--- config.mk ---
export PLATFORM = sky130hd
export DESIGN_NAME = store_align
export DESIGN_NICKNAME = d
export VERILOG_FILES = /design/src/rtl/mem_pkg.sv /design/src/rtl/store_align.sv
export SDC_FILE = /design/constraint.sdc
export NUM_CORES = 1
export LEC_CHECK = 0
export ABC_AREA = 1
export BUFFER_PORTS_ARGS = -buffer_cell sky130_fd_sc_hd__clkbuf_2
export CORE_AREA = 2 2 42 47
export DETAILED_ROUTE_END_ITERATION = 10
export DIE_AREA = 0 0 44 49
export PLACE_DENSITY = 0.82
export SETUP_SLACK_MARGIN = 0.3
export SYNTH_ARGS = -nofsm -noshare
export SYNTH_HDL_FRONTEND = slang
export SYNTH_SLANG_ARGS = --single-unit
--- constraint.sdc ---
create_clock -name vclk -period 1.2
set_input_delay 0.18 -clock vclk [all_inputs]
set_output_delay 0.18 -clock vclk [all_outputs]
set_load 0.05 [all_outputs]
--- src/rtl/mem_pkg.sv ---
`default_nettype none

package mem_pkg;

	////////////////////////////////////////////////////////////
	// Widths
	////////////////////////////////////////////////////////////

	typedef logic [31:0] word_t;     // Data word
	typedef logic [31:0] addr_t;     // Byte address
	typedef logic [5:0]  ctrl_t;     // Memory control word
	typedef logic [2:0]  size_t;     // One-hot access size
	typedef logic [3:0]  byte_en_t;  // One enable per byte lane

	////////////////////////////////////////////////////////////
	// Control word layout
	////////////////////////////////////////////////////////////

	// Bit 5 set means the load result is zero-extended
	localparam int CTRL_UNSIGNED = 5;
	localparam int CTRL_READ     = 4;
	localparam int CTRL_WRITE    = 3;
	localparam int CTRL_SIZE_LSB = 0;

	////////////////////////////////////////////////////////////
	// Size codes
	////////////////////////////////////////////////////////////

	localparam size_t SIZE_BYTE = 3'b001;
	localparam size_t SIZE_HALF = 3'b010;
	localparam size_t SIZE_WORD = 3'b100;

endpackage

`default_nettype wire

--- src/rtl/store_align.sv ---
`default_nettype none

module store_align
(
	input  wire mem_pkg::size_t    size_i,
	input  wire logic [1:0]        addr_lo_i,
	input  wire mem_pkg::word_t    wdata_i,
	input  wire logic              write_en_i,
	output mem_pkg::word_t         wdata_o,
	output mem_pkg::byte_en_t      be_o
);

	mem_pkg::byte_en_t lane_be;

	// Data is copied onto every lane it can occupy, so only the enables
	// depend on the address
	always_comb
	begin
		case (size_i)
			mem_pkg::SIZE_BYTE:
			begin
				wdata_o = {4{wdata_i[7:0]}};
				lane_be = 4'b0001 << addr_lo_i;
			end

			mem_pkg::SIZE_HALF:
			begin
				wdata_o = {2{wdata_i[15:0]}};
				if (addr_lo_i[1])
				begin
					lane_be = 4'b1100;  // Upper half word
				end
				else
				begin
					lane_be = 4'b0011;
				end
			end

			mem_pkg::SIZE_WORD:
			begin
				wdata_o = wdata_i;
				lane_be = 4'b1111;
			end

			default:
			begin
				wdata_o = '0;
				lane_be = 4'b0000;  // Not one-hot, nothing is written
			end
		endcase
	end

	assign be_o = write_en_i ? lane_be : 4'b0000;

endmodule

`default_nettype wire

==> results.txt, run 1 <==
Outcome: aborted with a tool error
Failed at: 5_1_grt
Err: [ERROR DPL-0038] Utilization greater than 100%, impossible to legalize
Mapped Avg Cell Area: 4.52 µm²
Die X-Extent: 44 µm
Post-DP HPWL: 2010 µm
Synth area leader: nand2_1
Synth area leaders: nand2_1 (43%), o211ai_1 (12%), nand3_1 (9.8%)
Initial Util: 0.297
Die height: 49 µm
Most frequent cell after synthesis: nand2_1
Worst EP kind: top-level output
Area after DPL: 1090 µm²
Yosys cell types: 12
Crit. endpoint post-GRT repair: wdata_o[17]
Sequential area share after synthesis: 0
Synthesized instance count: 113
Synth top area share: 0.426
Syn nets: 151
Synth warnings: 0
Buffers on Ports: 74
Num ports: 74
Largest net degree at the start of global routing: 17
Rows: 16
Routability cong.: 0.749
Mapped Area: 510 µm²
Synth top cells by count: nand2_1 (58), inv_1 (13), nor2_1 (13)
[what timing repair did]
| item | 4_1_cts |
|---|---|
| setup endpoints to repair | 36 |
| hold buffers | 0 |
| endpoints found under the hold margin | 0 |
| setup buffers | 3 |
| pin swaps | 9 |
| gates resized for setup | 109 |
[kinds of logic after synthesis]
| logic type | count (synthesis) | synth area share |
|---|---|---|
| AOI/OAI and AO/OA | 9 | 0.127 |
| buffers and inverters | 18 | 0.147 |
| and+or+nand+nor | 86 | 0.726 |
[stage by stage]
stage	hold slack (ns)	cells	utilization	setup TNS [ns]	setup WS (ns)
2_1_floorplan	0.536	113	-	-3.78	-0.198
3_3_place_gp	0.765	217	0.631	-8.85	-0.293
3_5_place_dp	0.771	217	0.631	-10.05	-0.371
4_1_cts	0.724	220	0.916	-5.36	-0.209
==> inputs of run 2 (changes only) <==
- CORE_AREA: 2 2 42 47 -> 2 2 63 65
- DIE_AREA: 0 0 44 49 -> 0 0 65 67
- PLACE_DENSITY: 0.82 -> not set
- PLACE_DENSITY_LB_ADDON: not set -> 0.15
- SETUP_SLACK_MARGIN: 0.3 -> not set
==> results.txt, run 2 <==
Design Power: 0.00102 W
Routability cong.: 0.716 (was 0.749)
First-pass GRT wire length: 4540 µm
Die X-Extent: 65 µm (was 44 µm)
Post-DP HPWL: 2110 µm (was 2010 µm)
Outcome: finished with violations (was aborted with a tool error)
Mapped Area: 510 µm² (unchanged)
Synth area leaders: nand2_1 (43%), o211ai_1 (12%), nand3_1 (9.8%) (unchanged)
NetSw: 0.000601 W
FFs & Latches: 0
Sequential area share after synthesis: 0 (unchanged)
Post-Route WL: 3060 µm
Sw Share: 0.590
Fin worst setup slack: -0.241 ns
DR iter-0 viols: 9
Layout area overhead: 259%
Initial antenna violation count: 0
Full die area: 4360 µm²
Most frequent cell after synthesis: nand2_1 (unchanged)
Reg power frac: 0
Yosys cell types: 12 (unchanged)
Filler instances: 370
Reg area: 0 µm²
Fmax: 0.694 GHz
Rows: 22 (was 16)
Mapped Avg Cell Area: 4.52 µm² (unchanged)
Nets: 245
Vias in the first global route: 1,041
DP Worst Slack: -0.358 ns (was -0.371 ns)
Crit path max fanout: 5
Setup violators final: 36
Via/cell ratio: 4.25
Synth warnings: 0 (unchanged)
Syn nets: 151 (unchanged)
CP Launch Type: primary input
Required time of the worst setup path: 1.02 ns
Ant diodes: 0
DR pass1 iterations: 4
Share of layout cells above drive strength 1: 0.815
Initial Util: 0.142 (was 0.297)
Worst VDD drop: 239 µV
Final period utilization: 1.20
Final hold violations: 0
Most common cell after layout, fill and taps aside: clkbuf_2
Clkbuf count: 0
Crit. End Element: primary output
HP Class: in2out
Internal power: 0.000418 W
Failing checks: negative setup slack
Final period demand of the worst path: 1.44 ns
PwrDens: 556 nW/µm²
CP arrival: 1.26 ns
Comb pwr share: 1.000
Crit path kind: in2out
Buffers on Ports: 74 (unchanged)
Die height: 67 µm (was 49 µm)
Leak Pwr: 0.967 nW
Num ports: 74 (unchanged)
Antenna viol nets, final: 0
DRC viols: 0
Max-cap violations: 0
Final Core Density: 0.508
Synth area leader: nand2_1 (unchanged)
Synth top cells by count: nand2_1 (58), inv_1 (13), nor2_1 (13) (unchanged)
RSZ-0062 raised after global routing: true
DR vias: 1,075
Grt ovf: 0
Core area: 3610 µm²
Rel. slew slack: 0.780
Clock power share: 0
Most frequent cells in the layout: clkbuf_2 (36), nand2_2 (32), buf_8 (27)
Drt wl/cell: 12.1 µm
Synthesized instance count: 113 (unchanged)
Synth top area share: 0.426 (unchanged)
Slew Viols, Final: 0
Gr usage total: 0.130
Worst slew pin tran: 0.329 ns
Largest net degree at the start of global routing: 9
-- run 2: cell counts after synthesis --
No cell type changed its count.
-- run 2: layer usage --
layer | track usage | share of wire
met4 | 0 | 0
met2 | 0.264 | 0.55
met3 | 0.0220 | 0.074
met1 | 0.149 | 0.38
met5 | 0 | 0
-- run 2: path summary, 6_finish.rpt --
path / from / slack, ns / cells past startpoint / end
setup / recovery: size_i[2] / -0.24 / 7 / wdata_o[16]
hold / removal: wdata_i[14] / 0.71 / 4 / wdata_o[14]
-- run 2: repair_timing --
action / CTS / global route
hold buffers: 0 / 0
gates resized for setup: 101 / 80
pin swaps: 6 / 21
cloned: 1 / 0
buffers inserted: 3 / 0
endpoints found under the setup margin: 36 / 36
-- run 2: stage by stage --
step	hold WS, ns	TNS, ns	std cells	instance area, µm²
after global placement	0.752	-9.50	249	1180
after floorplan	0.536	-3.78	113	607
after CTS	0.722	-8.02	253	1640
final	0.707	-6.78	253	1830
after global routing	0.727	-9.73	253	1830
after detailed placement	0.742	-9.85	249	1180
-- run 2: power groups by stage --
stage	sequential [W]	clock (W)	combinational, W
finish	0	0	0.00102
global placement	0	0	0.000731
global route	0	0	0.00107
detailed placement	0	0	0.000727
CTS	0	0	0.000920
floorplan	0	0	0.000477
-- run 2: layout make-up --
cell class	count	area, µm²	area share
multi-input cells	95	748	0.409
repair inverters	1	8.76	0.00478
well taps	48	60.1	0.0328
repair buffers	92	932	0.509
inverters	17	81.3	0.0444
-- run 2: logic make-up (layout without fill, tap and decap cells) --
logic type | after synthesis | after routing | synth area share
buffers and inverters | 18 | 110 | 0.147
AO/OA/AOI/OAI | 9 | 9 | 0.127
AND/OR/NAND/NOR | 86 | 86 | 0.726
-- run 2: worst max-delay path: stages --
cell and delay, ns:
clkbuf_2 0.16, nor3_4 0.25, buf_6 0.14, buf_6 0.12, nand2_4 0.07, o211ai_1 0.11
clkbuf_8 0.22
Note: power is estimated with default switching activity, not from simulation.
==> inputs of run 3 (changes only) <==
- SETUP_SLACK_MARGIN: not set -> 0.2
==> results.txt, run 3 (synthesized netlist as in run 2, its figures left out) <==
RSZ-0062 raised after global routing: true (unchanged)
Slew Viols, Final: 0 (unchanged)
Clkbuf count: 0 (unchanged)
Core area: 3610 µm² (unchanged)
DP Worst Slack: -0.299 ns (was -0.358 ns)
Vias in the first global route: 1,049 (was 1,041)
Post-DP HPWL: 2100 µm (was 2110 µm)
Nets: 246 (was 245)
Setup TNS Final: -4.85 ns (was -6.78 ns)
Share of layout cells above drive strength 1: 0.733 (was 0.815)
Fin worst setup slack: -0.193 ns (was -0.241 ns)
Die height: 67 µm (unchanged)
Rel. slew slack: 0.783 (was 0.780)
Hold Startpoint: wdata_i[15] (was wdata_i[14])
Antenna viol nets, final: 0 (unchanged)
CP Launch Type: primary input (unchanged)
Fmax: 0.718 GHz (was 0.694 GHz)
Routability cong.: 0.628 (was 0.716)
Outcome: finished with violations (unchanged)
Hold worst-path end: wdata_o[15] (was wdata_o[14])
Worst Hold Depth: 4 (unchanged)
DRC viols: 0 (unchanged)
CP peak stage delay: 0.30 ns (was 0.25 ns)
Worst slew pin tran: 0.326 ns (was 0.329 ns)
Required time of the worst setup path: 1.02 ns (about the same)
Drt wl/cell: 12.2 µm (was 12.1 µm)
Gr usage total: 0.130 (about the same)
Buffers on Ports: 74 (unchanged)
Crit path max fanout: 5 (unchanged)
Most common cell after layout, fill and taps aside: clkbuf_2 (unchanged)
Ant diodes: 0 (unchanged)
FFs & Latches: 0 (unchanged)
CTS Hold Bufs: 0 (unchanged)
Design Power: 0.00100 W (was 0.00102 W)
Worst VDD drop: 210 µV (was 239 µV)
Full die area: 4360 µm² (unchanged)
DR vias: 1,041 (was 1,075)
Final period utilization: 1.16 (was 1.20)
Post-Route WL: 3100 µm (was 3060 µm)
Via/cell ratio: 4.10 (was 4.25)
Failing checks: negative setup slack (unchanged)
Layout area overhead: 250% (was 259%)
WP buf/inv: 3 (was 4)
HP Class: in2out (unchanged)
Grt ovf: 0 (unchanged)
Rows: 22 (unchanged)
Filler instances: 371 (was 370)
PwrDens: 561 nW/µm² (was 556 nW/µm²)
Crit path kind: in2out (unchanged)
Largest net degree at the start of global routing: 14 (was 9)
Final period demand of the worst path: 1.39 ns (was 1.44 ns)
Setup violators final: 36 (unchanged)
Initial Util: 0.142 (unchanged)
DR pass1 iterations: 3 (was 4)
Max-cap violations: 0 (unchanged)
Critical-path top delay cell: nor3_4 (unchanged)
Reg area: 0 µm² (unchanged)
Die X-Extent: 65 µm (unchanged)
Critical path's top delay family: buffers and inverters (unchanged)
CP arrival: 1.21 ns (was 1.26 ns)
Initial antenna violation count: 0 (unchanged)
First-pass GRT wire length: 4570 µm (was 4540 µm)
Most frequent cells in the layout: clkbuf_2 (36), nand2_1 (33), buf_8 (26) (was clkbuf_2 (36), nand2_2 (32), buf_8 (27))
Leak Pwr: 0.931 nW (was 0.967 nW)
Final hold violations: 0 (unchanged)
Num ports: 74 (unchanged)
DR iter-0 viols: 13 (was 9)
Crit path cell chain: buf_2 -> nor3_4 -> buf_6 -> nand2_2 -> o211ai_1 -> clkbuf_8 (was clkbuf_2 -> nor3_4 -> buf_6 -> buf_6 -> nand2_4 -> o211ai_1 -> clkbuf_8)
Crit. End Element: primary output (unchanged)
## run 3: changes by cell type in the layout (fill, tap and decap cells not counted), sizes merged
cell    change
buf         -2
clkbuf      +4
inv         -1
## run 3: where the power goes
group / internal, W / switching [W]
registers: 0 / 0
logic: 0.000417 / 0.000586
clock network: 0 / 0
## run 3: routing by layer
| layer | wire (µm) | share of wire | global-route usage |
|---|---|---|---|
| met1 | 1220 | 0.39 | 0.152 |
| met2 | 1630 | 0.53 | 0.259 |
| met3 | 251 | 0.081 | 0.0220 |
| met4 | 0 | 0 | 0 |
| met5 | 0 | 0 | 0 |
## run 3: worst max path at each step
stage	from	to	slack [ns]	cells after the start
CTS	size_i[0]	wdata_o[24]	-0.22	8
global route	size_i[0]	wdata_o[29]	-0.29	8
global placement	size_i[0]	wdata_o[24]	-0.29	8
detailed placement	size_i[0]	wdata_o[24]	-0.30	8
finish	size_i[1]	wdata_o[17]	-0.19	6
floorplan	size_i[0]	wdata_o[16]	-0.20	3
## run 3: per-stage QoR
stage / util / area (µm²) / hold WS (ns) / instances
2_1_floorplan: - / 607 / 0.536 / 113
3_3_place_gp: 0.334 / 1200 / 0.774 / 251
3_5_place_dp: 0.334 / 1200 / 0.773 / 251
4_1_cts: 0.451 / 1630 / 0.725 / 252
5_1_grt: 0.496 / 1790 / 0.726 / 254
6_report: 0.496 / 1790 / 0.709 / 254
## run 3: area by class of cell
type / instances / area [µm²] / share of cell area
tap: 48 / 60.1 / 0.0336
inverter: 17 / 76.3 / 0.0427
timing repair buffer: 94 / 967 / 0.541
multi-input combinational: 95 / 684 / 0.383
## run 3: what timing repair did
action / in CTS / in global routing
buffers inserted: 1 / 1
pin swaps: 10 / 13
resized for setup: 103 / 50
gates cloned: 0 / 1
setup endpoints to repair: 36 / 36
