==> config.mk <==
export PLATFORM = sky130hd
export DESIGN_NAME = mem_fault_regs
export DESIGN_NICKNAME = d
export VERILOG_FILES = /design/src/rtl/mem_pkg.sv /design/src/rtl/mem_fault_regs.sv
export SDC_FILE = /design/constraint.sdc
export NUM_CORES = 1
export LEC_CHECK = 0
export BUFFER_PORTS_ARGS = -buffer_cell sky130_fd_sc_hd__buf_4
export CAP_MARGIN = 10
export CORE_ASPECT_RATIO = 0.9
export CORE_MARGIN = 8
export CORE_UTILIZATION = 43
export CTS_CLUSTER_SIZE = 30
export DETAILED_ROUTE_END_ITERATION = 6
export GPL_TIMING_DRIVEN = 0
export PLACE_DENSITY = 0.75
export SLEW_MARGIN = 20
export SYNTH_ARGS = -nofsm -noshare
export SYNTH_HDL_FRONTEND = slang
export SYNTH_SLANG_ARGS = --single-unit
==> constraint.sdc <==
create_clock -name clock_i -period 1.83 [get_ports clock_i]
set_clock_uncertainty 0.1 [all_clocks]
set_input_delay 0 -clock clock_i [delete_from_list [all_inputs] [get_ports clock_i]]
set_output_delay 0 -clock clock_i [all_outputs]
set_load 0.05 [all_outputs]
==> src/rtl/mem_pkg.sv <==
`default_nettype none

package mem_pkg;

	////////////////////////////////////////////////////////////
	// Widths
	////////////////////////////////////////////////////////////

	typedef logic [31:0] word_t;     // Data word
	typedef logic [31:0] addr_t;     // Byte address
	typedef logic [5:0]  ctrl_t;     // Memory control word
	typedef logic [2:0]  size_t;     // One-hot access size
	typedef logic [3:0]  byte_en_t;  // One enable per byte lane

	////////////////////////////////////////////////////////////
	// Control word layout
	////////////////////////////////////////////////////////////

	// Bit 5 set means the load result is zero-extended
	localparam int CTRL_UNSIGNED = 5;
	localparam int CTRL_READ     = 4;
	localparam int CTRL_WRITE    = 3;
	localparam int CTRL_SIZE_LSB = 0;

	////////////////////////////////////////////////////////////
	// Size codes
	////////////////////////////////////////////////////////////

	localparam size_t SIZE_BYTE = 3'b001;
	localparam size_t SIZE_HALF = 3'b010;
	localparam size_t SIZE_WORD = 3'b100;

endpackage

`default_nettype wire

==> src/rtl/mem_fault_regs.sv <==
`default_nettype none

module mem_fault_regs
#(
	parameter int MEM_WORDS = 256
)
(
	input  wire                    clock_i,
	input  wire                    reset_i,
	input  wire logic              req_valid_i,
	input  wire mem_pkg::ctrl_t    req_ctrl_i,
	input  wire mem_pkg::addr_t    req_addr_i,
	input  wire logic              cfg_write_i,
	input  wire logic              cfg_strict_i,
	output logic                   access_ok_o,
	output mem_pkg::addr_t         eff_addr_o,
	output logic                   fault_o,
	output mem_pkg::addr_t         fault_addr_o,
	output logic                   fault_sticky_o,
	output logic                   strict_o
);

	localparam int SPAN_W = $clog2(MEM_WORDS) + 2;  // Byte address bits that reach the RAM

	mem_pkg::size_t size;
	logic           size_ok;
	logic           is_read;
	logic           is_write;
	logic           live;        // A valid read or write with a usable size
	logic           misaligned;
	logic           suppress;
	mem_pkg::addr_t drop_mask;

	logic           strict_q;

	assign size     = req_ctrl_i[mem_pkg::CTRL_SIZE_LSB +: $bits(mem_pkg::size_t)];
	assign is_read  = req_ctrl_i[mem_pkg::CTRL_READ];
	assign is_write = req_ctrl_i[mem_pkg::CTRL_WRITE];

	assign size_ok = (size == mem_pkg::SIZE_BYTE) || (size == mem_pkg::SIZE_HALF) ||
		(size == mem_pkg::SIZE_WORD);

	always_comb
	begin
		case (size)
			mem_pkg::SIZE_HALF: drop_mask = 32'h0000_0001;
			mem_pkg::SIZE_WORD: drop_mask = 32'h0000_0003;
			default:            drop_mask = '0;
		endcase
	end

	assign misaligned = (req_addr_i & drop_mask) != '0;
	assign live       = req_valid_i && (is_read || is_write) && size_ok;
	assign suppress   = live && misaligned && strict_q;

	assign access_ok_o = live && !suppress;

	// Relaxed mode drops the offending low bits, then the address wraps at the RAM size
	assign eff_addr_o = (strict_q ? req_addr_i : (req_addr_i & ~drop_mask)) &
		{{(32 - SPAN_W){1'b0}}, {SPAN_W{1'b1}}};

	////////////////////////////////////////////////////////////
	// Configuration and fault log
	////////////////////////////////////////////////////////////

	always_ff @(posedge clock_i)
	begin
		if (reset_i)
		begin
			strict_q       <= 1'b1;
			fault_o        <= 1'b0;
			fault_addr_o   <= '0;
			fault_sticky_o <= 1'b0;
		end
		else
		begin
			fault_o <= suppress;
			if (cfg_write_i)
			begin
				strict_q <= cfg_strict_i;
			end
			if (suppress)
			begin
				fault_addr_o   <= req_addr_i;
				fault_sticky_o <= 1'b1;  // A fault beats a clear in the same cycle
			end
			else if (cfg_write_i)
			begin
				fault_sticky_o <= 1'b0;
			end
		end
	end

	assign strict_o = strict_q;

	a_no_read_write: assert property (
		@(posedge clock_i) disable iff (reset_i)
		req_valid_i |-> !(is_read && is_write)
	);

	a_fault_sets_sticky: assert property (
		@(posedge clock_i) disable iff (reset_i)
		fault_o |-> fault_sticky_o
	);

endmodule

`default_nettype wire

==> results of run 1 <==
power by group through the flow:
stage | clock network, W | registers, W | logic, W
global placement | 0 | 0.000804 | 0.000493
floorplan | 0 | 0.000858 | 0.000301
detailed placement | 0 | 0.000804 | 0.000496
finish | 0.000535 | 0.000787 | 0.000570
global route | 0.000589 | 0.000789 | 0.000601
CTS | 0.000546 | 0.000787 | 0.000558
metrics by stage:
step	cell area [sq um]	total power, W	util
after floorplan	1957	0.001159	-
after global placement	2663	0.001297	0.6448
after detailed placement	2663	0.001300	0.6448
after CTS	3104	0.001891	0.7518
after global routing	3136	0.001979	0.7594
final	3136	0.001892	0.7594
state kept, by name, indices dropped and copies added (netlist names):
register        flops
strict_o            1
fault_sticky_o      1
fault_o             1
fault_addr_o       32
worst max-delay path, stage by stage:
cell           delay (ps)
dlygate4sd3_1         550
buf_4                 150
o21ai_1               110
o22a_2                200
nor2_1                 80
a2111oi_4             330
buf_6                 200
synthesized netlist by cell type (all sizes together):
master	count
a211o	1
o31a	1
mux2i	32
nand2b	64
nor2	3
conb	1
o21ba	1
a2111oi	1
o22a	1
buf	33
inv	2
nor3	1
dfxtp	35
xnor2	1
o41a	1
nor2b	2
nor4	1
o21ai	2
nand2	2
clkbuf	7
area by class of cell:
| cell class | instances | area, sq um |
|---|---|---|
| well taps | 48 | 60.06 |
| clock buffers | 7 | 76.32 |
| repair buffers | 124 | 1037 |
| clock inverters | 1 | 5.005 |
| plain buffers | 40 | 296.5 |
| multi-input cells | 136 | 952.2 |
| fillers | 294 | 993.5 |
| inverters | 2 | 7.507 |
| flip-flops and latches | 35 | 700.7 |
worst max-delay path by stage:
stage / startpoint / endpoint
floorplan: strict_o / fault_addr_o[0]
global placement: strict_o / fault_addr_o[29]
detailed placement: strict_o / fault_addr_o[2]
CTS: req_addr_i[0] / fault_addr_o[2]
global route: req_addr_i[0] / access_ok_o
finish: req_addr_i[1] / access_ok_o
cells by family after synthesis:
| group | Yosys count |
|---|---|
| and+or+nand+nor | 73 |
| buffers and inverters | 42 |
| DFF | 35 |
| muxes | 32 |
| AOI/OAI and AO/OA | 8 |
| xor gates and xnor gates | 1 |
| other | 1 |
per-layer routing:
| layer | vias up | share of wire |
|---|---|---|
| met5 | - | 0 |
| met4 | 0 | 0.0042 |
| met3 | 2 | 0.094 |
| met2 | 70 | 0.51 |
| met1 | 750 | 0.39 |
| li1 | 869 | - |
what timing repair did:
item                                   4_1_cts  5_1_grt
setup endpoints to repair                    0       17
endpoints found under the hold margin       35        0
setup buffers                                0        2
gates resized for setup                      0        1
hold buffers                                36        0
==> results.toml, run 1 <==
[synthesis]
post_synth_mux_area_share = 0.1723
yosys.area_share.xor_xnor = 0.004711
synth-simple-area-share = 0.2443
synth_top_cell_by_area = "dfxtp_1"
synth.avg_cell_area_sq_um = 9.684
synth_area_leaders = "dfxtp_1 38%, nand2b_1 22%, mux2i_1 17%, buf_4 12%, buf_8 2.4%"
ys_seq_area_frac = 0.3769
synth_adder_area_share = 0
yosys_warnings = 0
synth-compound-area-share = 0.03634
ys_ff_latch = 35
netlist_area_sq_mm = 0.001859
yosysTopAreaCellShare = 0.3769
synth_top_family_by_area = "simple AND/OR/NAND/NOR gates"
syn_inst = 192
synth_cell_types = 21

[setup_path]
worst_setup_path_start_kind = "input port"
cp.arrival_ps = 1630
critical_path.max_fanout = 3
path_class = "input port to primary output"
r2r_start = "strict_o"
rr_endpoint = "strict_o"
critPathRequiredTime_ps = 1730
r2r_slack_ps = 340
r2r_cells = 3
endpoint_kind = "primary output"

[hold_path]
whs_path_depth = 3
hold-path-endpoint = "fault_o"
hp-start = "req_ctrl_i[1]"
hold_path.class = "input port to flop"

[floorplan]
num_rows = 22
die_w_um = 85.32
die_height_um = 78.38
ios = 111
coreArea_sq_mm = 0.004129
initial_core_util = 0.4503
die_area_sq_mm = 0.006687

[power_and_ir_drop]
netSwitchingPower_w = 0.0005984
seq_power_share = 0.416
leakage_nw = 1.433
swShare = 0.3163
pwr_density_cell_mw_per_mm2 = 603.4
p_int_w = 0.001294
clock_power_share = 0.283
power_frac_comb = 0.301
ir_drop_uv = 427.1

[global_routing]
grt.total_usage = 0.1677
grt_overflow = 0
grt_max_degree = 11
met2_usage = 0.3019
use_met3 = 0.08117
grt_pass1_vias = 1837
top_usage_layer = "met2"
antenna_found_initial = 0
grt_pass1_wl_mm = 8.963
use_met1 = 0.1709

[placed_design]
post-dp-hpwl_mm = 3.738
io_buffer_count = 86
place_inst = 347
pre_cts_slack_ps = 205.3
place.gp.congestion = 0.7593

[sta]
final-max-slew-violation-count = 0
period_needed_ps = 1727
whs_ps = 24.77
fmax_mhz = 579.1
fin_setup_tns_ps = 0
rsz0062_at_grt = "false"
final-hold-violation-count = 0
setup_viol = 0
period_share = 0.9437
worst_slack_ps = 103.0

[routing]
drtIter0Drc = 44
viasPerCell = 4.303
routed_wirelength_mm = 5.537
num_vias = 1691
antenna_left = 0
dr.pass1.iters = 4
wl_per_cell_um = 14.09
drc = 0

[layout]
fin_cells = 393
nets = 387
diodes = 0
layout.cells.most_common = "buf_4"
syn_to_final_growth_pct = 68.64
drive_gt1_frac = 0.3768
layout_common_cells = "116 x buf_4, 64 x nand2b_1, 36 x dlygate4sd3_1"

[clocking]
cts-root-buf = "clkbuf_8"
insertion_delay_ps = 280
cts_buffers = 5
clock-sinks = 35
clock_path_buffers = 2
cts_tree = "yes"
htreeDepth = 2
clk_pin_slew_worst_paths_ps = 70

[outcome]
outcome = "complete, no violations"

[flow_run]
max-cap-violations = 0
Power figures use the tool's default switching activity.
==> inputs of run 2 (changes only) <==
BUFFER_PORTS_ARGS = -buffer_cell sky130_fd_sc_hd__buf_2   (was -buffer_cell sky130_fd_sc_hd__buf_4)
==> run 2 against run 1 <==
Compared with the run above:
- wire length fell by 5.6%
- global-route usage fell by 0.84 points
- utilization shrank 5.8 points
- critical path depth did not move
- fmax is 0.97% lower
- count of clock-buffer cells in the layout is the same
- largest power group unchanged
- highest routed layer unchanged
==> results.toml, run 2 (synthesis results as in run 1) <==
[outcome]
outcome = "complete, no violations"

[global_routing]
grt_pass1_wl_mm = 8.611
grt.total_usage = 0.1593
grt_overflow = 0
grt_pass1_vias = 1783
grt_max_degree = 11
antenna_found_initial = 0

[routing]
drc = 0
dr.pass1.iters = 3
antenna_left = 0
wl_per_cell_um = 13.33
routed_wirelength_mm = 5.227
drtIter0Drc = 22
viasPerCell = 4.273
num_vias = 1675

[layout]
finish.instance_area_sq_mm = 0.002897
largest-register = "fault_addr_o"
drive_gt1_frac = 0.3779
layout_common_cells = "85 x buf_2, 64 x nand2b_1, 35 x dfxtp_1, 35 x dlygate4sd3_1, 33 x buf_4"
diodes = 0
largest_reg_flops = 32
fin_cells = 392
fillers = 335
final_util = 0.7015
syn_to_final_growth_pct = 55.79
nets = 386
layout.cells.most_common = "buf_2"

[sta]
final-hold-violation-count = 0
setup_viol = 0
period_needed_ps = 1744
rsz0062_at_grt = "false"
fin_setup_tns_ps = 0
final-max-slew-violation-count = 0
worst_slack_ps = 86.05
fmax_mhz = 573.4
period_share = 0.9530

[setup_path]
critical_path.max_fanout = 4
endpoint_kind = "primary output"
worst_setup_path_start_kind = "input port"
r2r_start = "strict_o"
path_class = "input port to primary output"
cp.arrival_ps = 1640
r2r_cells = 3
critPathRequiredTime_ps = 1730
critical_path.startpoint = "req_addr_i[0]"

[clocking]
cts_buffers = 5
cts_tree = "yes"
insertion_delay_ps = 280
htreeDepth = 2
clock_path_buffers = 2
clock-sinks = 35
clk_pin_slew_worst_paths_ps = 70
cts-root-buf = "clkbuf_8"

[placed_design]
pre_cts_slack_ps = 221.7
place_inst = 347
io_buffer_count = 86
place.gp.congestion = 0.7736
post-dp-hpwl_mm = 3.625
placed_area_sq_mm = 0.002447

[power_and_ir_drop]
clock_power_share = 0.288
p_int_w = 0.001250
leakage_nw = 1.383
seq_power_share = 0.429
power_frac_comb = 0.283
pwr_density_cell_mw_per_mm2 = 632.8
swShare = 0.3182
ir_drop_uv = 464.3
netSwitchingPower_w = 0.0005832

[floorplan]
num_rows = 22
die_w_um = 85.32
die_area_sq_mm = 0.006687
coreArea_sq_mm = 0.004129
die_height_um = 78.38
initial_core_util = 0.4503
ios = 111

[hold_path]
hold_path.class = "input port to flop"
whs_path_depth = 2
hp-start = "reset_i"

[flow_run]
max-cap-violations = 0
run 2: path summary, 6_finish.rpt:
| kind | end | slack, ps |
|---|---|---|
| worst min register to register | fault_addr_o[21] | 370 |
| worst min-delay path | fault_o | 40 |
| worst max-delay path | access_ok_o | 90 |
| worst max register to register | strict_o | 330 |
run 2: what timing repair did:
| action | in CTS | in global routing |
|---|---|---|
| hold buffers | 35 | 0 |
| resized for setup | 0 | 2 |
| setup buffers | 0 | 2 |
| endpoints found under the hold margin | 34 | 0 |
| endpoints found under the setup margin | 0 | 12 |
run 2: layout make-up:
class | instances | area, sq um | share of cell area
well taps | 48 | 60.06 | 0.02073
inverters | 2 | 7.507 | 0.002592
flip-flops and latches | 35 | 700.7 | 0.2419
clock buffers | 7 | 76.32 | 0.02635
plain buffers | 40 | 296.5 | 0.1024
repair buffers | 123 | 798.3 | 0.2756
clock inverters | 1 | 5.005 | 0.001728
multi-input cells | 136 | 952.2 | 0.3287
run 2: through the flow:
step	hold WS [ps]	power (W)
2_1_floorplan	17.94	0.001159
3_3_place_gp	107.1	0.001253
3_5_place_dp	109.0	0.001257
4_1_cts	36.06	0.001845
5_1_grt	50.80	0.001916
6_report	43.45	0.001833
run 2: critical path: stages:
cell	delay, ps
dlygate4sd3_1	540
buf_2	140
o21ai_1	120
o22a_2	200
nor2_1	80
a2111oi_4	310
buf_4	250
run 2: power by group through the flow:
stage | logic (W) | clock network, W | registers (W)
6_report | 0.000519 | 0.000528 | 0.000786
5_1_grt | 0.000551 | 0.000577 | 0.000788
4_1_cts | 0.000511 | 0.000548 | 0.000786
3_5_place_dp | 0.000453 | 0 | 0.000803
3_3_place_gp | 0.000450 | 0 | 0.000803
2_1_floorplan | 0.000301 | 0 | 0.000858
run 2: per-layer routing:
layer	GRT usage	vias up	routed length (um)
li1	-	867	-
met1	0.1644	734	2032
met2	0.2894	65	2677
met3	0.06243	9	450
met4	0.05245	0	67
met5	0	-	0
==> inputs of run 3 (changes only) <==
CORE_UTILIZATION = 45   (was 43)
CTS_BUF_LIST = sky130_fd_sc_hd__clkbuf_8   (was default)
PLACE_DENSITY = default   (was 0.75)
PLACE_DENSITY_LB_ADDON = 0.12   (was default)
==> run 3 against run 2 <==
Compared with the run above:
- flip-flop and latch count did not move
- via count down 0.42%
- die area decreased by 3.6%
- largest cell class unchanged
- cell count decreased by 0.77%
- largest power group unchanged
- sequential power about the same
- count of clock-buffer cells in the layout down 2
- critical path type is now input port to flop
- worst hold slack improved by 13 ps
- global-route usage decreased by 0.70 points
- utilization grew 1.9 points
- power shrank 2.2%
==> results.toml, run 3 (synthesis results as in run 1) <==
[outcome]
outcome = "complete, no violations"

[hold_path]
hold-path-endpoint = "fault_o"
whs_path_depth = 3
hold_path.class = "input port to flop"
hp-start = "req_ctrl_i[2]"

[setup_path]
slowest_stage = "dlygate4sd3_1"
endpoint_kind = "flop"
rr_endpoint = "fault_addr_o[28]"
cp_num_buf_inv = 4
r2r_slack_ps = 310
critPathRequiredTime_ps = 1930
r2r_start = "strict_o"
path_class = "input port to flop"
worst_setup_path_start_kind = "input port"
crit_family = "buffers and inverters"
r2r_cells = 5
critical_path.max_fanout = 10
slowest_delay_ps = 550
cp.arrival_ps = 1760
path_cells = "dlygate4sd3_1 -> buf_2 -> o21ai_1 -> o22a_2 -> nor3_4 -> buf_12 -> buf_8 -> mux2i_1"

[sta]
period_share = 0.9056
setup_viol = 0
rsz0062_at_grt = "false"
final-max-slew-violation-count = 0
worst_slack_ps = 172.7
fmax_mhz = 603.4
period_needed_ps = 1657
fin_setup_tns_ps = 0
final-hold-violation-count = 0

[routing]
drc = 0
num_vias = 1668
wl_per_cell_um = 12.66
antenna_left = 0
highest_layer = "met4"
drtIter0Drc = 55
routed_wirelength_mm = 4.923
viasPerCell = 4.288
wl_met1_mm = 1.965
met3WireLength_um = 431
dr.pass1.iters = 4
wl_met2_mm = 2.425

[flow_run]
max-cap-violations = 0

[placed_design]
place.gp.congestion = 0.7269
post-dp-hpwl_mm = 3.645
pre_cts_slack_ps = 272.0
io_buffer_count = 86

[clocking]
insertion_delay_ps = 270
clk_pin_slew_worst_paths_ps = 60
htreeDepth = 2
clock_path_buffers = 2
cts_tree = "yes"
clock-sinks = 35
cts_buffers = 5
cts-root-buf = "clkbuf_8"

[layout]
largest-register = "fault_addr_o"
layout_common_cells = "85 x buf_2, 64 x nand2b_1, 35 x dfxtp_1, 35 x dlygate4sd3_1, 32 x mux2i_1"
fillers = 309
nets = 385
diodes = 0
layout.cells.most_common = "buf_2"
syn_to_final_growth_pct = 55.79
largest_reg_flops = 32
drive_gt1_frac = 0.3754

[floorplan]
die_area_sq_mm = 0.006447
coreArea_sq_mm = 0.004019
ios = 111
die_w_um = 83.76
initial_core_util = 0.4626
die_height_um = 76.98
num_rows = 22

[global_routing]
grt_pass1_wl_mm = 8.335
antenna_found_initial = 0
grt.total_usage = 0.1523
grt_pass1_vias = 1790
grt_overflow = 0
grt_max_degree = 11

[power_and_ir_drop]
ir_drop_uv = 430.6
pwr_density_cell_mw_per_mm2 = 618.8
leakage_nw = 1.381
[run 3: timing repair]
action	4_1_cts	5_1_grt
endpoints found under the hold margin	34	0
endpoints found under the setup margin	0	7
setup buffers	0	1
gates resized for setup	0	3
hold buffers	35	0
[run 3: how the worst max path moves through the flow]
stage / slack (ps) / from / to / depth (start not counted)
after CTS: 20 / req_addr_i[1] / access_ok_o / 7
final: 170 / req_addr_i[1] / fault_addr_o[28] / 8
after detailed placement: 270 / strict_o / fault_addr_o[28] / 4
after floorplan: 30 / strict_o / fault_addr_o[0] / 4
after global routing: 80 / req_addr_i[1] / fault_addr_o[13] / 8
after global placement: 280 / strict_o / fault_addr_o[8] / 4
[run 3: area by class of cell]
| class | instances | area, sq um | area share |
|---|---|---|---|
| plain buffers | 40 | 296.5 | 0.1024 |
| clock buffers | 5 | 68.82 | 0.02376 |
| clock inverters | 1 | 3.754 | 0.001296 |
| inverters | 2 | 7.507 | 0.002592 |
| multi-input cells | 136 | 952.2 | 0.3287 |
| flip-flops and latches | 35 | 700.7 | 0.2419 |
| well taps | 48 | 60.06 | 0.02073 |
| repair buffers | 122 | 807.0 | 0.2786 |
[run 3: per-stage QoR]
stage                     instance area [sq um]  utilization  hold WS (ps)  total power, W  cells
final                                      2897       0.7207         56.45        0.001792    389
after global routing                       2897       0.7207         69.28        0.001869    389
after CTS                                  2870       0.7142         35.24        0.001805    388
after global placement                     2447       0.6090         108.7        0.001254    347
after floorplan                            1957            -         17.94        0.001159    213
after detailed placement                   2447       0.6090         110.0        0.001257    347
[run 3: routing by layer]
metal  global-route usage  up-vias
met5                    0        -
met4              0.05517        0
met3              0.06125       10
met2               0.2722       67
met1               0.1559      731
li1                     -      860
[run 3: report_power, final]
part	internal [W]	switching (W)	leakage (nW)
combinational	0.000207	0.000312	1.06
sequential	0.000778	0.00000904	0.283
clock	0.000248	0.000239	0.0413
[run 3: tightest hold or removal path: cells and delay by family]
kind            cells  cell delay, ps
compound gates      1             190
buf+inv             1             130
simple gates        1              60
