<file path="config.mk">
export PLATFORM = sky130hd
export DESIGN_NAME = load_extend
export DESIGN_NICKNAME = d
export VERILOG_FILES = /design/src/rtl/mem_pkg.sv /design/src/rtl/load_extend.sv
export SDC_FILE = /design/constraint.sdc
export NUM_CORES = 1
export LEC_CHECK = 0
export BUFFER_PORTS_ARGS = -buffer_cell sky130_fd_sc_hd__buf_2
export CAP_MARGIN = 20
export CORE_UTILIZATION = 41
export CTS_BUF_LIST = sky130_fd_sc_hd__clkbuf_4
export CTS_CLUSTER_SIZE = 40
export DETAILED_ROUTE_END_ITERATION = 8
export PLACE_DENSITY_LB_ADDON = 0.12
export SLEW_MARGIN = 40
export SYNTH_ARGS = -nofsm -noshare
export SYNTH_HDL_FRONTEND = slang
export SYNTH_SLANG_ARGS = --single-unit
export TNS_END_PERCENT = 50
</file>
<file path="constraint.sdc">
create_clock -name clock_i -period 2.45 [get_ports clock_i]
set_clock_uncertainty 0.1 [all_clocks]
set_input_delay 0.49 -clock clock_i [delete_from_list [all_inputs] [get_ports clock_i]]
set_output_delay 0.49 -clock clock_i [all_outputs]
set_load 0.03 [all_outputs]
</file>
<file path="src/rtl/mem_pkg.sv">
`default_nettype none

package mem_pkg;

	////////////////////////////////////////////////////////////
	// Widths
	////////////////////////////////////////////////////////////

	typedef logic [31:0] word_t;     // Data word
	typedef logic [31:0] addr_t;     // Byte address
	typedef logic [5:0]  ctrl_t;     // Memory control word
	typedef logic [2:0]  size_t;     // One-hot access size
	typedef logic [3:0]  byte_en_t;  // One enable per byte lane

	////////////////////////////////////////////////////////////
	// Control word layout
	////////////////////////////////////////////////////////////

	// Bit 5 set means the load result is zero-extended
	localparam int CTRL_UNSIGNED = 5;
	localparam int CTRL_READ     = 4;
	localparam int CTRL_WRITE    = 3;
	localparam int CTRL_SIZE_LSB = 0;

	////////////////////////////////////////////////////////////
	// Size codes
	////////////////////////////////////////////////////////////

	localparam size_t SIZE_BYTE = 3'b001;
	localparam size_t SIZE_HALF = 3'b010;
	localparam size_t SIZE_WORD = 3'b100;

endpackage

`default_nettype wire

</file>
<file path="src/rtl/load_extend.sv">
`default_nettype none

module load_extend
(
	input  wire                    clock_i,
	input  wire                    reset_i,
	input  wire logic              load_i,
	input  wire mem_pkg::size_t    size_i,
	input  wire logic [1:0]        addr_lo_i,
	input  wire logic              unsigned_i,
	input  wire mem_pkg::word_t    rdata_i,
	output logic                   load_valid_o,
	output mem_pkg::word_t         load_data_o
);

	logic           load_q;
	mem_pkg::size_t size_q;
	logic [1:0]     lane_q;
	logic           unsigned_q;

	logic [7:0]     lane_byte;
	logic [15:0]    lane_half;
	mem_pkg::word_t extended;

	////////////////////////////////////////////////////////////
	// Load attributes, held while the RAM word is read
	////////////////////////////////////////////////////////////

	always_ff @(posedge clock_i)
	begin
		if (reset_i)
		begin
			load_q <= 1'b0;
		end
		else
		begin
			load_q <= load_i;
		end
	end

	always_ff @(posedge clock_i)
	begin
		size_q     <= size_i;
		lane_q     <= addr_lo_i;
		unsigned_q <= unsigned_i;
	end

	////////////////////////////////////////////////////////////
	// Lane select and extension
	////////////////////////////////////////////////////////////

	assign lane_byte = rdata_i[lane_q*8 +: 8];
	assign lane_half = lane_q[1] ? rdata_i[31:16] : rdata_i[15:0];

	always_comb
	begin
		case (size_q)
			mem_pkg::SIZE_BYTE: extended = {{24{lane_byte[7] & ~unsigned_q}}, lane_byte};
			mem_pkg::SIZE_HALF: extended = {{16{lane_half[15] & ~unsigned_q}}, lane_half};
			mem_pkg::SIZE_WORD: extended = rdata_i;
			default:            extended = '0;
		endcase
	end

	assign load_valid_o = load_q;
	assign load_data_o  = load_q ? extended : '0;  // Quiet bus between loads

	// A result is only ever extracted with a one-hot size
	a_valid_has_size: assert property (
		@(posedge clock_i) disable iff (reset_i)
		load_valid_o |-> $onehot(size_q)
	);

endmodule

`default_nettype wire

</file>
==> key figures, run 1 <==
Power and ir drop
  • Switching fraction of total power: 0.378
  • Combinational power share: 0.437
  • Clock Power Share: 0.264
  • Register share of total power: 0.299
  • Net Switching: 162 uW
  • Max IR drop VDD: 0.354 mV
  • Static Leak: 0.000704 uW
  • Pwr/cell area: 273 nW/um^2
  • P_int: 266 uW

Synth
  • Synth top area share: 0.167
  • Largest area contributor in the netlist: mux2i_1
  • Seq/Total Area, Yosys: 0.146
  • Post-synthesis simple-gate area fraction: 0.245
  • Mapped Nets: 171
  • Xor and xnor area share after synthesis: 0
  • Synth top area cells: mux2i_1 (17%), dfxtp_1 (15%), a21oi_1 (9.4%)
  • Main synth FF type: dfxtp_1
  • Main combinational cell family by area after synthesis: compound AO/OA/AOI/OAI gates
  • Mapped Area: 960 sq um
  • Yosys warning count: 0
  • Adder-Cell Fraction of Synth Area: 0
  • FFs w/ async S/R, synth: 0
  • Portion of netlist area occupied by mux cells: 0.167
  • Synth unique cells: 26
  • Synth Instances: 130
  • Synthesized area per cell: 7.38 sq um
  • Post-synthesis compound-gate area fraction: 0.368
  • Seq cells post-synth: 7
  • Number of synthesized flops with an enable pin: 0

Setup path
  • Crit-path max FO: 7
  • Slowest stage cell, crit path: or3b_4
  • Worst path cell trace: or3b_4, a21o_4, o221ai_1, nor2b_1, buf_4
  • Setup CP Type: flop to output port
  • CP Capture Type: output port
  • Slowest Stage Delay on Critical Path: 0.43 ns
  • Worst EP arrival: 1.83 ns
  • Critical Path Source Type: flop
  • Worst path required time: 1.86 ns

Cells and area
  • # fillers: 196
  • Fin cells: 233
  • Final nets: 247
  • Area growth syn-to-layout: 63.1%
  • ANT cells: 0
  • Share of cells above drive strength 1: 0.566

Run
  • Max-Cap Viols: 0

STA
  • Fin crit share: 0.986
  • RSZ-0062 raised after global routing: yes
  • Final Slew Violations: 0
  • Fin worst setup slack: 0.0337 ns
  • Endpoints failing setup: 0
  • Slew @ Worst Pin: 0.327 ns
  • Period minus WS final: 2.42 ns
  • Final hold violations: 0
  • Slew Limit Headroom: 0.780
  • Max Clock Freq: 414 MHz

Place
  • Global placer's final weighted congestion: 0.917
  • IO buf count: 73
  • Place WS: 0.0426 ns
  • Cells after DPL: 226
  • Post-DP HPWL: 2310 microns

Detailed routing
  • Total vias in the final route: 1279
  • DR pass1 iterations: 4
  • Final antenna-violating net count: 0
  • Final Routed Wirelength: 3280 microns
  • DR WL/cell: 14.1 microns
  • Vias per cell: 5.49
  • Starting DRT DRC Count: 24
  • DRC: 0

Floorplan
  • IO Count: 74
  • Initial Util: 0.434
  • DIE AREA: 2540 sq um
  • Chip Width: 50.4 microns
  • Die height: 50.4 microns
  • Row count: 17
  • Core area: 2210 sq um

GRT
  • First-pass GRT wire length: 5070 microns
  • Initial antenna violation count: 0
  • Largest net degree at the start of global routing: 24
  • Vias in the first global route: 1186
  • Grt total ovfl: 0
  • GRT Resource Usage Total: 0.260

Run status
  • Outcome: finished, final reports clean

Clock tree
  • CTS HTree Levels: 1
  • TritonCTS Buffers: 3
  • Clk pin slew, worst setup/hold paths: 0.06 ns
  • CTS root buf: clkbuf_4
  • CTS sink cnt: 7
  • Bufs on Longest Clock Path: 2
  • CTS tree: built
  • Hold Buf Count CTS: 0

Hold path
  • Hold Path Cell Cnt: 1
  • Worst min path class: input port to flop
  • Worst Hold End: size_q[1]
  • Worst Hold Launch: size_i[1]
kinds of logic (layout without fill, tap and decap cells):
| group | after synthesis | in the layout |
|---|---|---|
| compound gates | 48 | 48 |
| buf+inv | 13 | 88 |
| flops | 7 | 7 |
| mux | 16 | 16 |
| simple gates | 46 | 46 |
what timing repair did:
action / in CTS / in global routing
pin swaps: 1 / 2
buffers inserted: 1 / 2
gates resized for setup: 16 / 47
endpoints found under the setup margin: 27 / 31
power groups by stage:
stage,registers [uW],clock network [uW],logic (uW)
5_1_grt,129,116,201
3_3_place_gp,130,0,162
4_1_cts,128,115,172
2_1_floorplan,129,0,99.3
3_5_place_dp,130,0,164
6_report,128,113,187
state kept, by name, summed over array words and instances, names as in the netlist:
register	count
size_q	3
lane_q	2
load_valid_o	1
unsigned_q	1
area by class of cell:
| class | instances | area (sq um) | share of cell area |
|---|---|---|---|
| repair buffers | 83 | 523 | 0.334 |
| flip-flops and latches | 7 | 146 | 0.0935 |
| clock buffers | 3 | 22.5 | 0.0144 |
| well taps | 28 | 35.0 | 0.0224 |
| inverters | 1 | 3.75 | 0.00240 |
| clock inverters | 1 | 5.00 | 0.00320 |
| multi-input cells | 110 | 830 | 0.530 |
cell usage after synthesis (2+ instances only):
| cell | instances |
|---|---|
| nand2_1 | 24 |
| a21oi_1 | 18 |
| mux2i_1 | 16 |
| nor2b_1 | 10 |
| a21oi_2 | 8 |
| a22oi_1 | 7 |
| dfxtp_1 | 7 |
| o221ai_1 | 7 |
| buf_2 | 6 |
| nor2_1 | 4 |
| clkbuf_1 | 3 |
| nand2b_1 | 3 |
| a21o_1 | 2 |
| buf_4 | 2 |
| o2bb2ai_1 | 2 |
placed cells by master (no fill, tap or decap), drive strengths merged, types with 2 or more instances in the layout:
cell	count
clkbuf	5
nor2b	10
nor2	4
a22oi	7
o221ai	7
o21ai	2
mux2i	16
dfxtp	7
o2bb2ai	2
a21oi	26
nand2b	3
a21o	2
buf	81
nand2	24
metal layers:
| metal | vias to the layer above | track usage | routed length, microns |
|---|---|---|---|
| li1 | 627 | - | - |
| met1 | 590 | 0.304 | 1380 |
| met2 | 55 | 0.458 | 1640 |
| met3 | 7 | 0.0182 | 198 |
| met4 | 0 | 0.153 | 60 |
| met5 | - | 0 | 0 |
how the worst max path moves through the flow:
| stage | startpoint | to | slack, ns | cells past startpoint |
|---|---|---|---|---|
| floorplan | size_q[0] | load_data_o[6] | 0.17 | 5 |
| CTS | size_q[1] | load_data_o[12] | 0.004 | 5 |
| finish | size_q[1] | load_data_o[4] | 0.03 | 5 |
| global placement | size_q[1] | load_data_o[15] | 0.1 | 5 |
| global route | size_q[0] | load_data_o[26] | -0.03 | 7 |
| detailed placement | size_q[1] | load_data_o[10] | 0.04 | 5 |
critical path, delay by kind of cell, from the launching register on:
kind	cells	cell delay [ns]
and+or+nand+nor	2	0.60
buffers and inverters	1	0.17
DFF	1	0.36
AOI/OAI and AO/OA	2	0.42
through the flow:
step           hold WS (ns)   util  instance area [sq um]  power, uW  setup TNS (ns)
2_1_floorplan         0.418      -                    960        228               0
3_3_place_gp          0.492  0.618                   1370        291               0
3_5_place_dp          0.494  0.618                   1370        294               0
4_1_cts               0.212  0.657                   1450        415               0
5_1_grt               0.215  0.708                   1570        447         -0.0964
6_report              0.217  0.708                   1570        428               0
(Power assumes the default switching activity.)
==> run 2, diff against run 1 <==
Settings changed: CTS_BUF_LIST sky130_fd_sc_hd__clkbuf_4 to sky130_fd_sc_hd__clkbuf_2 sky130_fd_sc_hd__clkbuf_4 sky130_fd_sc_hd__clkbuf_8, PLACE_DENSITY from default to 0.8, PLACE_DENSITY_LB_ADDON 0.12 to default.
==> run 2 against run 1 <==
Cell count unchanged. Worst setup slack worse by 0.012 ns. Routed wire length fell by 2.6%. Largest power group unchanged. First-iteration DRC count rose by 29%. Combinational power shrank 3%. Maximum frequency is 0.49% lower. Sequential cell count unchanged. Global-route usage is 1.7 points lower.
==> key figures, run 2 (synthesis results as in run 1) <==
Cells and area
  • ANT cells: 0 (unchanged)
  • Top reg by flops: size_q
  • Register area: 146 sq um (unchanged)
  • Commonest non-fill, non-tap cell in the layout: buf_2
  • Final nets: 247 (unchanged)
  • Most frequent cells in the layout: buf_2 (59), nand2_1 (24), a21oi_1 (18), buf_4 (17), mux2i_1 (14)
  • Area of the multi-input gates: 803 sq um (-3.2%)
  • Top Registers: size_q x3, lane_q x2
  • # fillers: 191 (-2.6%)
  • Area growth syn-to-layout: 58.9%
  • Share of cells above drive strength 1: 0.546 (-0.0195)
  • Max reg flops: 3 (unchanged)
  • Utilization after layout: 0.689 (-0.0181)

Hold path
  • Worst Hold Launch: size_i[1]
  • Worst min path class: input port to flop

Clock tree
  • CTS root buf: clkbuf_4
  • Hold Buf Count CTS: 0 (unchanged)
  • CTS sink cnt: 7 (unchanged)
  • CTS tree: built
  • TritonCTS Buffers: 3 (unchanged)
  • Bufs on Longest Clock Path: 2 (unchanged)
  • CTS HTree Levels: 1 (unchanged)
  • Clk pin slew, worst setup/hold paths: 0.05 ns (about the same)

STA
  • Slew Limit Headroom: 0.795 (+0.0155)
  • RSZ-0062 raised after global routing: yes
  • Max Clock Freq: 412 MHz (-0.49%)
  • Period minus WS final: 2.43 ns (+0.0119 ns)
  • Fin crit share: 0.991 (+0.00486)
  • Final hold violations: 0 (unchanged)
  • Final Slew Violations: 0 (unchanged)
  • Endpoints failing setup: 0 (unchanged)
  • Slew @ Worst Pin: 0.301 ns (-0.0257 ns)

Floorplan
  • Row count: 17 (unchanged)
  • Initial Util: 0.434 (unchanged)
  • DIE AREA: 2540 sq um (unchanged)
  • Die height: 50.4 microns (unchanged)
  • Core area: 2210 sq um (unchanged)
  • IO Count: 74 (unchanged)
  • Chip Width: 50.4 microns (unchanged)

Detailed routing
  • Metal2 WL: 1670 microns (+1.6%)
  • Final antenna-violating net count: 0 (unchanged)
  • DRC: 0 (unchanged)
  • DR pass1 iterations: 4 (unchanged)
  • Vias per cell: 5.61 (+2.2%)
  • Final Routed Wirelength: 3190 microns (-2.6%)
  • Wire length on met1: 1310 microns (-4.9%)
  • DR WL/cell: 13.7 microns (-2.6%)
  • Top sig layer: met4
  • Starting DRT DRC Count: 31 (+29%)
  • Total vias in the final route: 1307 (+2.2%)
  • Metal3 WL: 173 microns (-13%)

GRT
  • Largest net degree at the start of global routing: 24 (unchanged)
  • GRT Resource Usage Total: 0.242 (-0.0175)
  • Vias in the first global route: 1168 (-1.5%)
  • First-pass GRT wire length: 4860 microns (-4.1%)
  • Grt total ovfl: 0 (unchanged)
  • Initial antenna violation count: 0 (unchanged)

Power and ir drop
  • Max IR drop VDD: 0.280 mV (-21%)
  • Pwr/cell area: 275 nW/um^2 (+0.50%)
  • Static Leak: 0.000705 uW (about the same)
  • Tot Pwr: 419 uW (-2.1%)

Setup path
  • Critical Path Source Type: flop
  • Worst EP arrival: 1.84 ns (about the same)
  • Crit-path max FO: 9 (+2)
  • Crit. Startpoint: size_q[1]
  • CP Capture Type: output port
  • Worst path required time: 1.86 ns (about the same)
  • Setup CP Type: flop to output port

Place
  • Post-DP HPWL: 2320 microns (+0.33%)
  • IO buf count: 73 (unchanged)
  • Global placer's final weighted congestion: 0.827 (-9.8%)

Run status
  • Outcome: finished, final reports clean

Run
  • Max-Cap Viols: 0 (unchanged)
## run 2: cell types whose count changed in the layout (fill, tap and decap cells not counted), moves of 3 or more
cell | before | now
buf_4 | 26 | 17
a21oi_2 | 11 | 8
buf_2 | 50 | 59
a21oi_1 | 15 | 18
## run 2: layout make-up
type | count | area share
Multi-Input combinational cell | 110 | 0.527
Clock buffer | 4 | 0.0197
Sequential cell | 7 | 0.0960
Tap cell | 28 | 0.0230
Timing Repair Buffer | 83 | 0.332
Inverter | 1 | 0.00246
## run 2: critical path, cell delays in order, from the launching register on
cell and delay [ns]:
dfxtp_4 0.36, or3b_4 0.43, a21o_4 0.27, o221ai_1 0.17, nor2b_2 0.22, buf_6 0.15
## run 2: report_power, final
part           internal, uW  switching (uW)  leakage (uW)
Combinational          84.0            96.6      0.000627
Clock                  72.8            35.9     0.0000184
Sequential              120            9.16     0.0000593
Total                   277             142      0.000705
## run 2: repair_timing
item                                    4_1_cts  5_1_grt
buffers inserted                              2        0
endpoints found under the setup margin       32       27
pin swaps                                     1        0
gates cloned                                  0        0
gates resized for setup                       3       45
## run 2: worst paths after layout
| kind | end | slack (ns) | cells past startpoint |
|---|---|---|---|
| max | load_data_o[5] | 0.02 | 5 |
| min | size_q[1] | 0.25 | 1 |
## run 2: per-stage QoR
stage          instance area [sq um]  cells  hold WS [ns]  setup TNS, ns  setup WS [ns]
2_1_floorplan                    960    130         0.418              0          0.170
3_3_place_gp                    1380    227         0.493              0          0.134
3_5_place_dp                    1380    227         0.494              0         0.0700
4_1_cts                         1430    233         0.240         -0.382        -0.0402
5_1_grt                         1530    233         0.227         -0.328        -0.0394
6_report                        1530    233         0.248              0         0.0218
## run 2: routing by layer
layer	global-route usage	vias up
met5	0	-
met4	0.0741	0
met3	0.0364	4
met2	0.453	55
met1	0.278	619
li1	-	629
==> run 3, diff against run 2 <==
Settings changed: CORE_UTILIZATION 41 to 40, CTS_BUF_LIST sky130_fd_sc_hd__clkbuf_2 sky130_fd_sc_hd__clkbuf_4 sky130_fd_sc_hd__clkbuf_8 to default, PLACE_DENSITY 0.8 to 0.79.
==> run 3 against run 2 <==
Combinational power increased by 3%. Routed wire length fell by 1.8%. Design area is 1.6% higher. Worst setup slack better by 0.0034 ns. Sequential share of layout area hardly changed. Clock-buffer cell count did not move. Sequential power about the same. Die area is 2.4% higher. Clock power is 7% lower. Non-clock buffer count increased by 1. Critical path depth unchanged. Critical endpoint is now load_data_o[11]. Largest cell class unchanged.
==> key figures, run 3 (synthesis results as in run 1) <==
Run status
  • Outcome: finished, final reports clean

STA
  • Fin crit share: 0.990 (-0.00138)
  • RSZ-0062 raised after global routing: yes
  • Final hold violations: 0 (unchanged)
  • Slew Limit Headroom: 0.741 (-0.0544)
  • Final Slew Violations: 0 (unchanged)
  • Endpoints failing setup: 0 (unchanged)
  • Max Clock Freq: 412 MHz (+0.14%)
  • Fin worst setup slack: 0.0252 ns (+0.00339 ns)
  • Period minus WS final: 2.42 ns (-0.00339 ns)
  • Slew @ Worst Pin: 0.388 ns (+0.0867 ns)

Cells and area
  • Commonest non-fill, non-tap cell in the layout: buf_2
  • Area growth syn-to-layout: 61.5%
  • Top Registers: size_q x3, lane_q x2
  • Max reg flops: 3 (unchanged)
  • ANT cells: 0 (unchanged)
  • Final Cell Area: 1550 sq um (+1.6%)
  • Final nets: 248 (+0.40%)
  • Share of cells above drive strength 1: 0.534 (-0.0124)
  • Utilization after layout: 0.694 (+0.00464)
  • Most frequent cells in the layout: buf_2 (62), nand2_1 (24), a21oi_1 (18), mux2i_1 (14)
  • Fin cells: 234 (+0.43%)
  • Top reg by flops: size_q

Detailed routing
  • DR WL/cell: 13.4 microns (-2.3%)
  • Final Routed Wirelength: 3140 microns (-1.8%)
  • Total vias in the final route: 1323 (+1.2%)
  • DRC: 0 (unchanged)
  • Final antenna-violating net count: 0 (unchanged)
  • Starting DRT DRC Count: 22 (-29%)
  • DR pass1 iterations: 5 (+1)
  • Vias per cell: 5.65 (+0.79%)

GRT
  • Vias in the first global route: 1160 (-0.68%)
  • First-pass GRT wire length: 4710 microns (-3.1%)
  • Grt total ovfl: 0 (unchanged)
  • GRT Resource Usage Total: 0.234 (-0.00875)
  • Initial antenna violation count: 0 (unchanged)
  • Largest net degree at the start of global routing: 20 (-17%)

Setup path
  • Worst EP arrival: 1.83 ns (about the same)
  • Setup CP Type: flop to output port
  • Crit. Startpoint: size_q[0]
  • Worst path required time: 1.86 ns (about the same)
  • CP Capture Type: output port
  • Critical Path Source Type: flop
  • Worst setup endpoint: load_data_o[11]
  • Slowest stage cell, crit path: or3b_4
  • Slowest Stage Delay on Critical Path: 0.41 ns (-0.02 ns)
  • Worst path cell trace: or3b_4, o32ai_4, nand2b_4, a21oi_2, buf_6
  • Crit-path max FO: 8 (-1)

Floorplan
  • Die height: 51.0 microns (+1.2%)
  • Initial Util: 0.430 (-0.00413)
  • DIE AREA: 2600 sq um (+2.4%)
  • Row count: 17 (unchanged)
  • Core area: 2230 sq um (+0.96%)
  • IO Count: 74 (unchanged)
  • Chip Width: 51.0 microns (+1.2%)

Clock tree
  • Bufs on Longest Clock Path: 2 (unchanged)
  • CTS tree: built
  • CTS root buf: clkbuf_4
  • CTS HTree Levels: 1 (unchanged)
  • CTS sink cnt: 7 (unchanged)
  • Clk pin slew, worst setup/hold paths: 0.05 ns (about the same)
  • TritonCTS Buffers: 3 (unchanged)

Power and ir drop
  • Pwr/cell area: 268 nW/um^2 (-2.5%)
  • Clock Power Share: 0.242 (-0.017)
  • Switching fraction of total power: 0.352 (+0.0135)
  • Combinational power share: 0.451 (+0.020)
  • Tot Pwr: 415 uW (-0.91%)
  • P_int: 269 uW (-2.9%)
  • Max IR drop VDD: 0.270 mV (-3.6%)
  • Net Switching: 146 uW (+3.1%)
  • Static Leak: 0.000718 uW (+1.8%)
  • Register share of total power: 0.307 (-0.002)

Hold path
  • Worst min path class: input port to flop

Place
  • Dpl cell area: 1370 sq um (-0.55%)
  • Post-DP HPWL: 2360 microns (+1.5%)
  • Place WS: 0.0659 ns (-0.00408 ns)
  • Cells after DPL: 226 (-0.44%)
  • IO buf count: 73 (unchanged)
  • Global placer's final weighted congestion: 0.890 (+7.7%)

Run
  • Max-Cap Viols: 0 (unchanged)
-- run 3: cell count changes in the layout (fill, tap and decap cells not counted), moves of 2 or more --
cell and delta:
buf_2 +3, nor2b_2 -2, clkbuf_4 -2, buf_6 +5, nor2b_1 +2, buf_4 -7
-- run 3: timing repair --
action	in CTS	in global routing
buffers inserted	2	2
cloned	0	0
gates resized for setup	15	22
setup endpoints to repair	32	32
endpoints found under the hold margin	0	0
pin swaps	1	5
hold buffers	0	0
-- run 3: how the worst min path moves through the flow --
stage                             from    endpoint  slack, ns  cells after the start
final                        size_i[2]   size_q[2]       0.24                      1
after global routing         size_i[2]   size_q[2]       0.22                      1
after CTS                    size_i[2]   size_q[2]       0.23                      1
after detailed placement     size_i[2]   size_q[2]       0.49                      1
after global placement      unsigned_i  unsigned_q       0.49                      1
after floorplan           addr_lo_i[0]   lane_q[0]       0.42                      0
-- run 3: power groups by stage --
stage | sequential [uW] | clock, uW | combinational (uW)
global placement | 130 | 0 | 161
CTS | 129 | 105 | 176
floorplan | 129 | 0 | 99.3
finish | 127 | 101 | 187
global route | 128 | 116 | 201
detailed placement | 130 | 0 | 165
-- run 3: critical path: cells and delay by family, from the launching register on --
kind                   cells  cell delay [ns]
AND/OR/NAND/NOR            2             0.57
buffers and inverters      1             0.15
flip-flops                 1             0.34
AO/OA/AOI/OAI              2             0.51
-- run 3: cell type report --
| type | instances | area, sq um |
|---|---|---|
| clock buffer | 4 | 26.3 |
| inverter | 1 | 3.75 |
| tap | 28 | 35.0 |
| fill | 179 | 683 |
| timing repair buffer | 84 | 538 |
| sequential | 7 | 149 |
| multi-input combinational | 110 | 798 |
-- run 3: stage by stage --
step | hold slack (ns) | TNS, ns
floorplan | 0.418 | 0
global placement | 0.492 | 0
detailed placement | 0.494 | 0
CTS | 0.233 | -0.0132
global route | 0.221 | -0.435
finish | 0.241 | 0
-- run 3: metal layers --
metal  wire length [microns]  up-vias  global-route usage
met5                       0        -                   0
met1                    1210      613               0.255
li1                        -      631                   -
met4                      29        0              0.0787
met2                    1660       76               0.456
met3                     235        3              0.0238
